## src/logic/instr_pkg.sv

```systemverilog
package instr_pkg;

    localparam int xlen = 32;

    typedef logic [xlen-1:0] t_rv_data;

    typedef enum logic [4:0] {
        U_INVALID = 5'd0,
        U_ADD     = 5'd1,
        U_SUB     = 5'd2,
        U_AND     = 5'd3,
        U_OR      = 5'd4,
        U_XOR     = 5'd5,
        U_SLL     = 5'd6,
        U_SRL     = 5'd7,
        U_SRA     = 5'd8,
        U_SLT     = 5'd9,
        U_SLTU    = 5'd10,
        U_LUI     = 5'd11,
        U_BEQ     = 5'd12,
        U_BNE     = 5'd13,
        U_BLT     = 5'd14,
        U_BGE     = 5'd15,
        U_JAL     = 5'd16
    } t_uop;

    // Kind of operand or destination
    typedef enum logic [1:0] {
        OP_NONE = 2'd0,
        OP_REG  = 2'd1,
        OP_IMM  = 2'd2
    } t_optype;

    function automatic logic f_is_branch(t_uop uop);
        logic is_br;
        is_br = 1'b0;
        case (uop)
            U_BEQ, U_BNE, U_BLT, U_BGE, U_JAL: is_br = 1'b1;
            default: is_br = 1'b0;
        endcase
        return is_br;
    endfunction

endpackage

```

## src/logic/rob_pkg.sv

```systemverilog
package rob_pkg;

    // Physical register file
    localparam int num_prf = 32;
    localparam int prf_id_bits = $clog2(num_prf);

    typedef logic [prf_id_bits-1:0] t_prf_id;

    // Reorder buffer
    localparam int num_rob = 64;
    localparam int rob_id_bits = $clog2(num_rob);

    typedef logic [rob_id_bits-1:0] t_rob_id;

endpackage

```

## src/logic/exe.sv

```systemverilog
`timescale 1ns/1ps

module exe (
    input  logic                 clk,
    input  logic                 reset,
    input  logic                 stall,
    input  logic                 iss_valid,
    input  instr_pkg::t_uop      iss_uop,
    input  instr_pkg::t_optype   iss_src2_type,
    input  instr_pkg::t_optype   iss_dst_type,
    input  instr_pkg::t_rv_data  rd1_data,
    input  instr_pkg::t_rv_data  rd2_data,
    input  instr_pkg::t_rv_data  iss_imm,
    input  instr_pkg::t_rv_data  iss_pc,
    input  logic                 iss_pred_taken,
    input  rob_pkg::t_prf_id     iss_pdst,
    input  rob_pkg::t_rob_id     iss_robid,
    input  logic                 br_mispred_rb1,
    output logic                 wr_en,
    output rob_pkg::t_prf_id     wr_pdst,
    output instr_pkg::t_rv_data  wr_data,
    output logic                 ro_valid,
    output rob_pkg::t_rob_id     ro_robid,
    output logic                 ro_mispred
);

    typedef struct packed {
        instr_pkg::t_rv_data result;
        logic                mispred;
    } t_res_payload;

    typedef struct packed {
        rob_pkg::t_prf_id pdst;
        rob_pkg::t_rob_id robid;
        logic             dst_reg;
    } t_ctl_payload;

    instr_pkg::t_rv_data src1_ex0;
    instr_pkg::t_rv_data src2_ex0;

    logic                ialu_resvld_ex0;
    instr_pkg::t_rv_data ialu_result_ex0;
    logic                ibr_resvld_ex0;
    instr_pkg::t_rv_data ibr_result_ex0;
    logic                ibr_mispred_ex0;

    t_res_payload        res_ex0;
    t_res_payload        res_ex1;
    t_ctl_payload        ctl_ex0;
    t_ctl_payload        ctl_ex1;
    logic                res_valid_ex1;
    logic                ctl_valid_ex1;

    // EX0 operand select
    assign src1_ex0 = rd1_data;

    always_comb begin
        src2_ex0 = '0;
        if (iss_src2_type == instr_pkg::OP_REG) begin
            src2_ex0 = rd2_data;
        end else if (iss_src2_type == instr_pkg::OP_IMM) begin
            src2_ex0 = iss_imm;
        end
    end

    ialu u_ialu (
        .uop    (iss_uop),
        .src1   (src1_ex0),
        .src2   (src2_ex0),
        .resvld (ialu_resvld_ex0),
        .result (ialu_result_ex0)
    );

    ibr u_ibr (
        .uop        (iss_uop),
        .src1       (src1_ex0),
        .src2       (src2_ex0),
        .pc         (iss_pc),
        .imm        (iss_imm),
        .pred_taken (iss_pred_taken),
        .resvld     (ibr_resvld_ex0),
        .br_result  (ibr_result_ex0),
        .mispred    (ibr_mispred_ex0)
    );

    // At most one unit claims a micro-op
    always_comb begin
        res_ex0.result = (ialu_resvld_ex0 ? ialu_result_ex0 : '0)
                       | (ibr_resvld_ex0 ? ibr_result_ex0 : '0);
        res_ex0.mispred = ibr_mispred_ex0;
    end

    always_comb begin
        ctl_ex0.pdst    = iss_pdst;
        ctl_ex0.robid   = iss_robid;
        ctl_ex0.dst_reg = (iss_dst_type == instr_pkg::OP_REG);
    end

    exe_stage_reg #(.payload_t(t_res_payload)) u_res_reg (
        .clk       (clk),
        .reset     (reset),
        .stall     (stall),
        .flush     (br_mispred_rb1),
        .valid_in  (iss_valid),
        .data_in   (res_ex0),
        .valid_out (res_valid_ex1),
        .data_out  (res_ex1)
    );

    exe_stage_reg #(.payload_t(t_ctl_payload)) u_ctl_reg (
        .clk       (clk),
        .reset     (reset),
        .stall     (stall),
        .flush     (br_mispred_rb1),
        .valid_in  (iss_valid),
        .data_in   (ctl_ex0),
        .valid_out (ctl_valid_ex1),
        .data_out  (ctl_ex1)
    );

    // EX1 outputs
    assign ro_valid   = res_valid_ex1;
    assign ro_robid   = ctl_ex1.robid;
    assign ro_mispred = res_valid_ex1 & res_ex1.mispred;
    assign wr_en      = ctl_valid_ex1 & ctl_ex1.dst_reg;
    assign wr_pdst    = ctl_ex1.pdst;
    assign wr_data    = res_ex1.result;

    a_one_unit: assert property (
        @(posedge clk) disable iff (reset)
        iss_valid |-> $onehot({iss_uop == instr_pkg::U_INVALID,
                               ialu_resvld_ex0, ibr_resvld_ex0})
    ) else $error("exe: issued micro-op not claimed by exactly one unit");

endmodule

```

## src/logic/exe_stage_reg.sv

```systemverilog
`timescale 1ns/1ps

module exe_stage_reg #(
    parameter type payload_t = logic
) (
    input  logic     clk,
    input  logic     reset,
    input  logic     stall,
    input  logic     flush,
    input  logic     valid_in,
    input  payload_t data_in,
    output logic     valid_out,
    output payload_t data_out
);

    // Flush wins over stall
    always_ff @(posedge clk) begin
        if (reset || flush) begin
            valid_out <= 1'b0;
        end else if (!stall) begin
            valid_out <= valid_in;
        end
    end

    always_ff @(posedge clk) begin
        if (!stall) begin
            data_out <= data_in;
        end
    end

    a_flush_clears: assert property (
        @(posedge clk) flush |=> !valid_out
    ) else $error("exe_stage_reg: valid after flush");

endmodule

```

## src/logic/ialu.sv

```systemverilog
`timescale 1ns/1ps

module ialu (
    input  instr_pkg::t_uop     uop,
    input  instr_pkg::t_rv_data src1,
    input  instr_pkg::t_rv_data src2,
    output logic                resvld,
    output instr_pkg::t_rv_data result
);

    logic [4:0] shamt;

    assign shamt = src2[4:0];

    always_comb begin
        resvld = 1'b1;
        result = '0;
        case (uop)
            instr_pkg::U_ADD:  result = src1 + src2;
            instr_pkg::U_SUB:  result = src1 - src2;
            instr_pkg::U_AND:  result = src1 & src2;
            instr_pkg::U_OR:   result = src1 | src2;
            instr_pkg::U_XOR:  result = src1 ^ src2;
            instr_pkg::U_SLL:  result = src1 << shamt;
            instr_pkg::U_SRL:  result = src1 >> shamt;
            instr_pkg::U_SRA:  result = $signed(src1) >>> shamt;
            instr_pkg::U_SLT: begin
                result = {31'b0, $signed(src1) < $signed(src2)};
            end
            instr_pkg::U_SLTU: begin
                result = {31'b0, src1 < src2};
            end
            // Immediate arrives already shifted into place
            instr_pkg::U_LUI:  result = src2;
            default: begin
                resvld = 1'b0;
                result = '0;
            end
        endcase
    end

endmodule

```

## src/logic/ibr.sv

```systemverilog
`timescale 1ns/1ps

module ibr (
    input  instr_pkg::t_uop     uop,
    input  instr_pkg::t_rv_data src1,
    input  instr_pkg::t_rv_data src2,
    input  instr_pkg::t_rv_data pc,
    input  instr_pkg::t_rv_data imm,
    input  logic                pred_taken,
    output logic                resvld,
    output instr_pkg::t_rv_data br_result,
    output logic                mispred
);

    logic                taken;
    logic                is_jal;
    instr_pkg::t_rv_data pc_next;
    instr_pkg::t_rv_data pc_target;

    assign resvld = instr_pkg::f_is_branch(uop);
    assign is_jal = (uop == instr_pkg::U_JAL);

    always_comb begin
        case (uop)
            instr_pkg::U_BEQ: taken = (src1 == src2);
            instr_pkg::U_BNE: taken = (src1 != src2);
            instr_pkg::U_BLT: taken = ($signed(src1) < $signed(src2));
            instr_pkg::U_BGE: taken = ($signed(src1) >= $signed(src2));
            instr_pkg::U_JAL: taken = 1'b1;
            default:          taken = 1'b0;
        endcase
    end

    assign pc_next   = pc + 32'd4;
    assign pc_target = pc + imm;

    // Jumps report the link value, conditional branches the next fetch address
    always_comb begin
        if (taken && !is_jal) begin
            br_result = pc_target;
        end else begin
            br_result = pc_next;
        end
    end

    assign mispred = resvld & (taken != pred_taken);

endmodule

```

## src/logic/int_cluster.sv

```systemverilog
`timescale 1ns/1ps

module int_cluster (
    input  logic                clk,
    input  logic                reset,
    input  logic                stall,
    input  logic                br_mispred_rb1,
    input  logic                iss_valid,
    input  instr_pkg::t_uop     iss_uop,
    input  instr_pkg::t_optype  iss_src2_type,
    input  instr_pkg::t_optype  iss_dst_type,
    input  rob_pkg::t_prf_id    iss_psrc1,
    input  rob_pkg::t_prf_id    iss_psrc2,
    input  rob_pkg::t_prf_id    iss_pdst,
    input  rob_pkg::t_rob_id    iss_robid,
    input  instr_pkg::t_rv_data iss_imm,
    input  instr_pkg::t_rv_data iss_pc,
    input  logic                iss_pred_taken,
    output logic                wr_en,
    output rob_pkg::t_prf_id    wr_pdst,
    output instr_pkg::t_rv_data wr_data,
    output logic                ro_valid,
    output rob_pkg::t_rob_id    ro_robid,
    output logic                ro_mispred
);

    instr_pkg::t_rv_data rd1_data;
    instr_pkg::t_rv_data rd2_data;

    iprf u_iprf (
        .clk      (clk),
        .reset    (reset),
        .rd1_pdst (iss_psrc1),
        .rd1_data (rd1_data),
        .rd2_pdst (iss_psrc2),
        .rd2_data (rd2_data),
        .wr_en    (wr_en),
        .wr_pdst  (wr_pdst),
        .wr_data  (wr_data)
    );

    exe u_exe (
        .clk            (clk),
        .reset          (reset),
        .stall          (stall),
        .iss_valid      (iss_valid),
        .iss_uop        (iss_uop),
        .iss_src2_type  (iss_src2_type),
        .iss_dst_type   (iss_dst_type),
        .rd1_data       (rd1_data),
        .rd2_data       (rd2_data),
        .iss_imm        (iss_imm),
        .iss_pc         (iss_pc),
        .iss_pred_taken (iss_pred_taken),
        .iss_pdst       (iss_pdst),
        .iss_robid      (iss_robid),
        .br_mispred_rb1 (br_mispred_rb1),
        .wr_en          (wr_en),
        .wr_pdst        (wr_pdst),
        .wr_data        (wr_data),
        .ro_valid       (ro_valid),
        .ro_robid       (ro_robid),
        .ro_mispred     (ro_mispred)
    );

endmodule

```

## src/logic/iprf.sv

```systemverilog
`timescale 1ns/1ps

module iprf (
    input  logic                clk,
    input  logic                reset,
    input  rob_pkg::t_prf_id    rd1_pdst,
    output instr_pkg::t_rv_data rd1_data,
    input  rob_pkg::t_prf_id    rd2_pdst,
    output instr_pkg::t_rv_data rd2_data,
    input  logic                wr_en,
    input  rob_pkg::t_prf_id    wr_pdst,
    input  instr_pkg::t_rv_data wr_data
);

    instr_pkg::t_rv_data regs [rob_pkg::num_prf];

    always_ff @(posedge clk) begin
        if (reset) begin
            for (int i = 0; i < rob_pkg::num_prf; i++) begin
                regs[i] <= '0;
            end
        end else if (wr_en) begin
            regs[wr_pdst] <= wr_data;
        end
    end

    // Register 0 is hardwired to zero
    always_comb begin
        if (rd1_pdst == '0) begin
            rd1_data = '0;
        end else begin
            rd1_data = regs[rd1_pdst];
        end
    end

    always_comb begin
        if (rd2_pdst == '0) begin
            rd2_data = '0;
        end else begin
            rd2_data = regs[rd2_pdst];
        end
    end

    a_no_wr_zero: assert property (
        @(posedge clk) disable iff (reset)
        wr_en |-> (wr_pdst != '0)
    ) else $error("iprf: write to physical register 0");

endmodule

```

## config.mk

```make
export PLATFORM = sky130hd
export DESIGN_NAME = int_cluster
export DESIGN_NICKNAME = d
export VERILOG_FILES = /design/src/logic/instr_pkg.sv /design/src/logic/rob_pkg.sv /design/src/logic/exe.sv /design/src/logic/exe_stage_reg.sv /design/src/logic/ialu.sv /design/src/logic/ibr.sv /design/src/logic/int_cluster.sv /design/src/logic/iprf.sv
export SDC_FILE = /design/constraint.sdc
export NUM_CORES = 2
export LEC_CHECK = 0
export BUFFER_PORTS_ARGS = -buffer_cell sky130_fd_sc_hd__buf_2
export CORE_UTILIZATION = 60
export CTS_CLUSTER_SIZE = 12
export DETAILED_ROUTE_END_ITERATION = 7
export GPL_TIMING_DRIVEN = 0
export PLACE_DENSITY = 0.79
export SYNTH_ARGS = -nofsm -noshare
export SYNTH_HDL_FRONTEND = slang
export SYNTH_HIERARCHICAL = 1
export SYNTH_SLANG_ARGS = --single-unit
```

## constraint.sdc

```tcl
create_clock -name clk -period 9.3 [get_ports clk]
set_clock_uncertainty 0.05 [all_clocks]
set_input_delay 1.395 -clock clk [delete_from_list [all_inputs] [get_ports clk]]
set_output_delay 1.395 -clock clk [all_outputs]
set_load 0.1 [all_outputs]
```

# After elaboration in Yosys (flattened, before gate mapping)
# Memory sizes are Yosys's and may differ from the RTL's.
# Cells that the tools add are included.
# word_totals
register_bits,46
mem_bits_rw,1024
in_bits,100
memories,1
# classes
n_addsub,4
magnitude_cmp,3
eq_ne,22
shift,3
muxes,19
bitwise,7
n_reduce_logical,8
# mem_list
name,words,word_bits,rd,rd_ports_with_merged_regs,write_ports,line,text
u_iprf.regs,32,32,2,0,32,iprf.sv:15,instr_pkg::t_rv_data regs [rob_pkg::num_prf];
# ops
cell,count
$pmux W32 S11,1
$mux W32,8
$add A32 B32 Y32,2
$lt A32 B32 Y1,2
$or A32 B32 Y32,2
$eq A5 B4 Y1 const B,8
$add A32 B3 Y32 const B,1
$and A32 B32 Y32,1
$eq A32 B32 Y1,1
$ge A32 B32 Y1,1
$ne A32 B32 Y1,1
$reduce_or A32 Y1,1
$shl A32 B5 Y32,1
$shr A32 B5 Y32,1
$sshr A32 B5 Y32,1
$sub A32 B32 Y32,1
$xor A32 B32 Y32,1
$eq A5 B3 Y1 const B,4
$reduce_or A11 Y1,1
$eq A5 B2 Y1 const B,2
$logic_not A5 Y1,2
$mux W1,8
$eq A5 B1 Y1 const B,1
$eq A5 B5 Y1 const B,1
other kinds (10),13

# Logic depth before layout (Yosys ltp)
# depth
word_depth,9
mapped_depth,24
ltp_nobuf,18

# Cells and area by module
# The synthesis kept the hierarchy.
# modules_own_cells
module,instances,cells_each,area_each_um2
iprf,1,3555,54438.5
ialu,1,1300,8654.6
ibr,1,504,3402.0
exe_stage_reg (u_exe.u_res_reg),1,37,1034.7
exe,1,83,694.4
exe_stage_reg (u_exe.u_ctl_reg),1,16,404.1

# Least setup slack after synthesis
# Ideal clock, no wire load.
# synth_timing
path_kind,input port to flip-flop
startpoint,input port iss_psrc2[2]
endpoint,"register u_exe/u_res_reg/data_out[29] (netlist name), data pin"
setup_time_ns,0.256
arrival_time_ns,6.992
required_ns,8.994
slack_ns,2.002
stages,23
path_cell_list,buf_2 > buf_2 > buf_1 > mux4_2 > mux4_2 > o22ai_1 > nor3_1 > a22o_1 > clkbuf_1 > inv_1 > clkbuf_1 > clkbuf_1 > ha_1 > o21ba_1 > or4_4 > a211oi_2 > o31ai_2 > or3_4 > nand3_4 > a211oi_1 > or4_1 > a211o_1 > a22o_1
# synth_lines
item,line,text
from (decl),int_cluster.sv:13,"input rob_pkg::t_prf_id iss_psrc2,"
to (signal assigned),exe_stage_reg.sv:27,data_out <= data_in;
to (decl),exe_stage_reg.sv:13,output payload_t data_out

==> impl_metrics.yaml <==
outcome:
  status: "complete, but fails checks"
  violations: "design-rule violations, max-capacitance violations, max-slew violations, negative setup slack"
worst_hold_path:
  holdPathStages: 2
  hold_class: "register to register"
  worstHoldStart: "u_exe/u_ctl_reg/valid_out$_SDFFE_PP0N_"
clock_network:
  hold_buffers: 0
  clk_pin_slew_ns: 0.06
  htree_levels: 3
  worst_skew_pair.late_latency_ns: 0.76
  cts_tree: "built"
  cts_setup_buffers: 0
  cts_inserted_buffers: 112
  cts_buffer_depth: 3
  cts.sinks: 1071
  cts-root-buf: "clkbuf_16"
run:
  cap_violations: 7
drt:
  drc: 5
  viasPerCell: 7.73
  ant_nets: 0
  detail_route.wl_per_cell_um: 41.2
  wirelength_mm: 305
  first_pass_iters: 8
  vias: 57200
  drt-initial-drc-count: 10800
power:
  vdd_drop_max_v: 0.000203
  power_density_nw_per_um2: 172
  p_leak_uw: 0.0280
  power_uw: 13000
worst_setup_path:
  r2r_cells: 19
  worstReg2RegStart: "u_iprf/regs[23][2]$_SDFFCE_PN0P_"
  critPathKind: "input pin to register"
  cp_top_family: "compound AO/OA/AOI/OAI gates"
  cp_num_buf_inv: 7
  crit_slowest_cell: "nor4_1"
  end_kind: "register"
  worstPathArrival_ns: 10.15
  timing.critical_path.mode_cell: "buf_2"
  crit_required_ns: 9.68
  cp.depth: 22
  crit_path_max_fanout: 11
  crit_path_start: "iss_psrc2[0]"
  cp_cell_sequence: "buf_2, buf_2, buf_2, buf_2, nand2_1, a32o_1, nor4_1, a22o_2, inv_1, clkbuf_1, clkbuf_1, ha_1, o21ai_0, o21bai_1, a221oi_1, o21ai_0, o21a_1, a31oi_1, o22ai_1, o21bai_1, o2111ai_1, a22o_1"
  max_stage_delay_ns: 0.93
  cp-start-kind: "input pin"
  r2r_setup_slack_ns: 1.21
die:
  die_w_um: 340
  io_pins: 146
  die_h_um: 340
  num_rows: 123
  start_util_pct: 60.8
  core_um2: 113000
  die_area_um2: 116000
timing:
  rsz0062_at_grt: "false"
  relSlewSlack_pct: -21.7
  slew_violations: 17
  setup_viol: 10
  timing.fmax_mhz: 102
  fin_crit_sh_pct: 105
  setup_ws_ns: -0.466
  tightest_slew_ns: 1.78
  fin_crit_ns: 9.77
  hold_viol: 0
layout:
  area_delta_synth_final_pct: 9.83
  num-fill-cells: 8329
  drive_gt1_share_pct: 19.0
  multi_input_area_um2: 33800
  final_common_cell: "edfxtp_1"
  nets: 6065
  layout_common_cells: "edfxtp_1, and2_1, mux4_2"
  final-seq-area_um2: 32100
synthesis:
  synth_mux_area_share_pct: 20.4
  yosysSeqAreaShare_pct: 46.8
  synth_area_leader_cell: "edfxtp_1"
  synth_cell_types: 97
  syn-cell-area_um2: 68600
  synth.top_cell.area_share_pct: 46.8
  synthTopCellsByArea: "edfxtp_1, mux4_2, and2_1"
  synth_xor_area_share_pct: 0.600
  synth_fa_ha_area_share_pct: 3.10
  syn_inst: 5495
  synthSimpleGateAreaFrac_pct: 14.9
  synth_top_family_by_area: "multiplexers"
  synthArstFlopShare_pct: 0
  yosys_warnings: 6
  synth-edff-count: 1069
  syn_nets: 5763
  synth_compound_area_share_pct: 9.95
  ys_ff_latch: 1071
  syn_area_per_cell_um2: 12.5
  synthFlopType: "edfxtp_1"
grt:
  grt_use_met3_pct: 21.5
  grt_first_pass_wirelength_mm: 416
  use_met2_pct: 74.5
  antenna_found_initial: 23
  grt_start_max_net_pins: 34
  use_met1_pct: 62.4
  grt_busiest_layer: "met2"
  grt_overflow: 0
  grt_usage_pct: 52.2
  grt_pass1_vias: 54400
placement:
  gp_congestion: 1.09
  pre_cts_slack_ns: -1.01
  dp_hpwl_mm: 223
  portBuffers: 140
## worst register-to-register path: cells and delay by family (launching register included)
| kind | cells | cell delay (ns) |
|---|---|---|
| adder cells (fa/ha/maj) | 1 | 0.38 |
| AND/OR/NAND/NOR | 1 | 0.22 |
| flip-flops | 1 | 0.40 |
| AO/OA/AOI/OAI | 12 | 4.29 |
| buffers and inverters | 3 | 1.29 |
| multiplexers | 2 | 1.15 |
## cells by family (layout without fill, tap and decap cells)
family / count (synthesis) / count (layout)
other cells: 0 / 20
compound gates: 971 / 971
flops: 1071 / 1071
buf+inv: 664 / 1047
xor+xnor: 47 / 47
simple gates: 1818 / 1818
fa+ha+maj: 168 / 168
mux: 756 / 756
## stage by stage
| stage | std cells | hold WS (ns) | setup TNS, ns | area (um2) | util [%] |
|---|---|---|---|---|---|
| 2_1_floorplan | 5495 | 0.442 | 0 | 68600 | - |
| 3_3_place_gp | 7135 | 0.468 | -114.93 | 71200 | 63.0 |
| 3_5_place_dp | 7181 | 0.492 | -8.28 | 71900 | 63.6 |
| 4_1_cts | 7376 | 0.505 | 0 | 75300 | 66.6 |
| 5_1_grt | 7379 | 0.547 | 0 | 75300 | 66.7 |
| 6_report | 7398 | 0.504 | -1.53 | 75400 | 66.7 |
## layer usage
layer  wire length [um]  share of wire [%]
met1              95600                 31
met2             126000                 41
met3              50100                 16
met4              32500                 11
met5                243              0.080
## cells in the mapped netlist, drive strengths merged (25+ instances only)
cell type,number
ha,165
a2111oi,64
buf,162
a221oi,30
edfxtp,1069
and3,28
a21oi,177
a31oi,25
mux4,506
nand3,48
a22oi,37
nor3,92
clkbuf,355
xnor2,27
nor2,242
nor2b,32
and2,1036
o21ai,134
nand2,193
a211oi,32
or2,40
mux2,46
a22o,117
a21o,38
o22ai,118
mux2i,204
inv,146
o211ai,34
## registers in the layout (all words and copies together), names as in the netlist
| name | flops |
|---|---|
| u_exe/u_ctl_reg/valid_out | 1 |
| u_iprf/regs | 1024 |
| u_exe/u_res_reg/valid_out | 1 |
| u_exe/u_res_reg/data_out | 33 |
| u_exe/u_ctl_reg/data_out | 12 |
## worst paths after layout
kind	to
worst min-delay path	u_exe/u_ctl_reg/valid_out$_SDFFE_PP0N_
worst max-delay path	u_exe/u_res_reg/data_out[26]$_DFFE_PN_
worst min register to register	u_exe/u_ctl_reg/valid_out$_SDFFE_PP0N_
worst max register to register	u_exe/u_res_reg/data_out[26]$_DFFE_PN_
## final cells by class
cell class,count,share of cell area (%)
diodes,20,0.0664
multi-input cells,3760,44.8
repair buffers,189,1.56
inverters,147,0.732
flip-flops and latches,1071,42.6
well taps,1500,2.49
clock buffers,142,3.92
plain buffers,516,3.15
clock inverters,53,0.599
## report_power, final
| group | internal, uW | leakage [uW] | total [uW] | switching (uW) |
|---|---|---|---|---|
| Clock | 2350 | 0.00165 | 4290 | 1940 |
| Sequential | 5490 | 0.0110 | 5670 | 188 |
| Combinational | 949 | 0.0153 | 3030 | 2080 |
| Total | 8780 | 0.0280 | 13000 | 4200 |
## repair_timing
| item | CTS | global route |
|---|---|---|
| hold endpoints to repair | 0 | 0 |
| gates resized for setup | 5 | 4 |
| gates cloned | 0 | 0 |
| setup endpoints to repair | 3 | 11 |
Note: power is estimated with default switching activity, not from simulation.
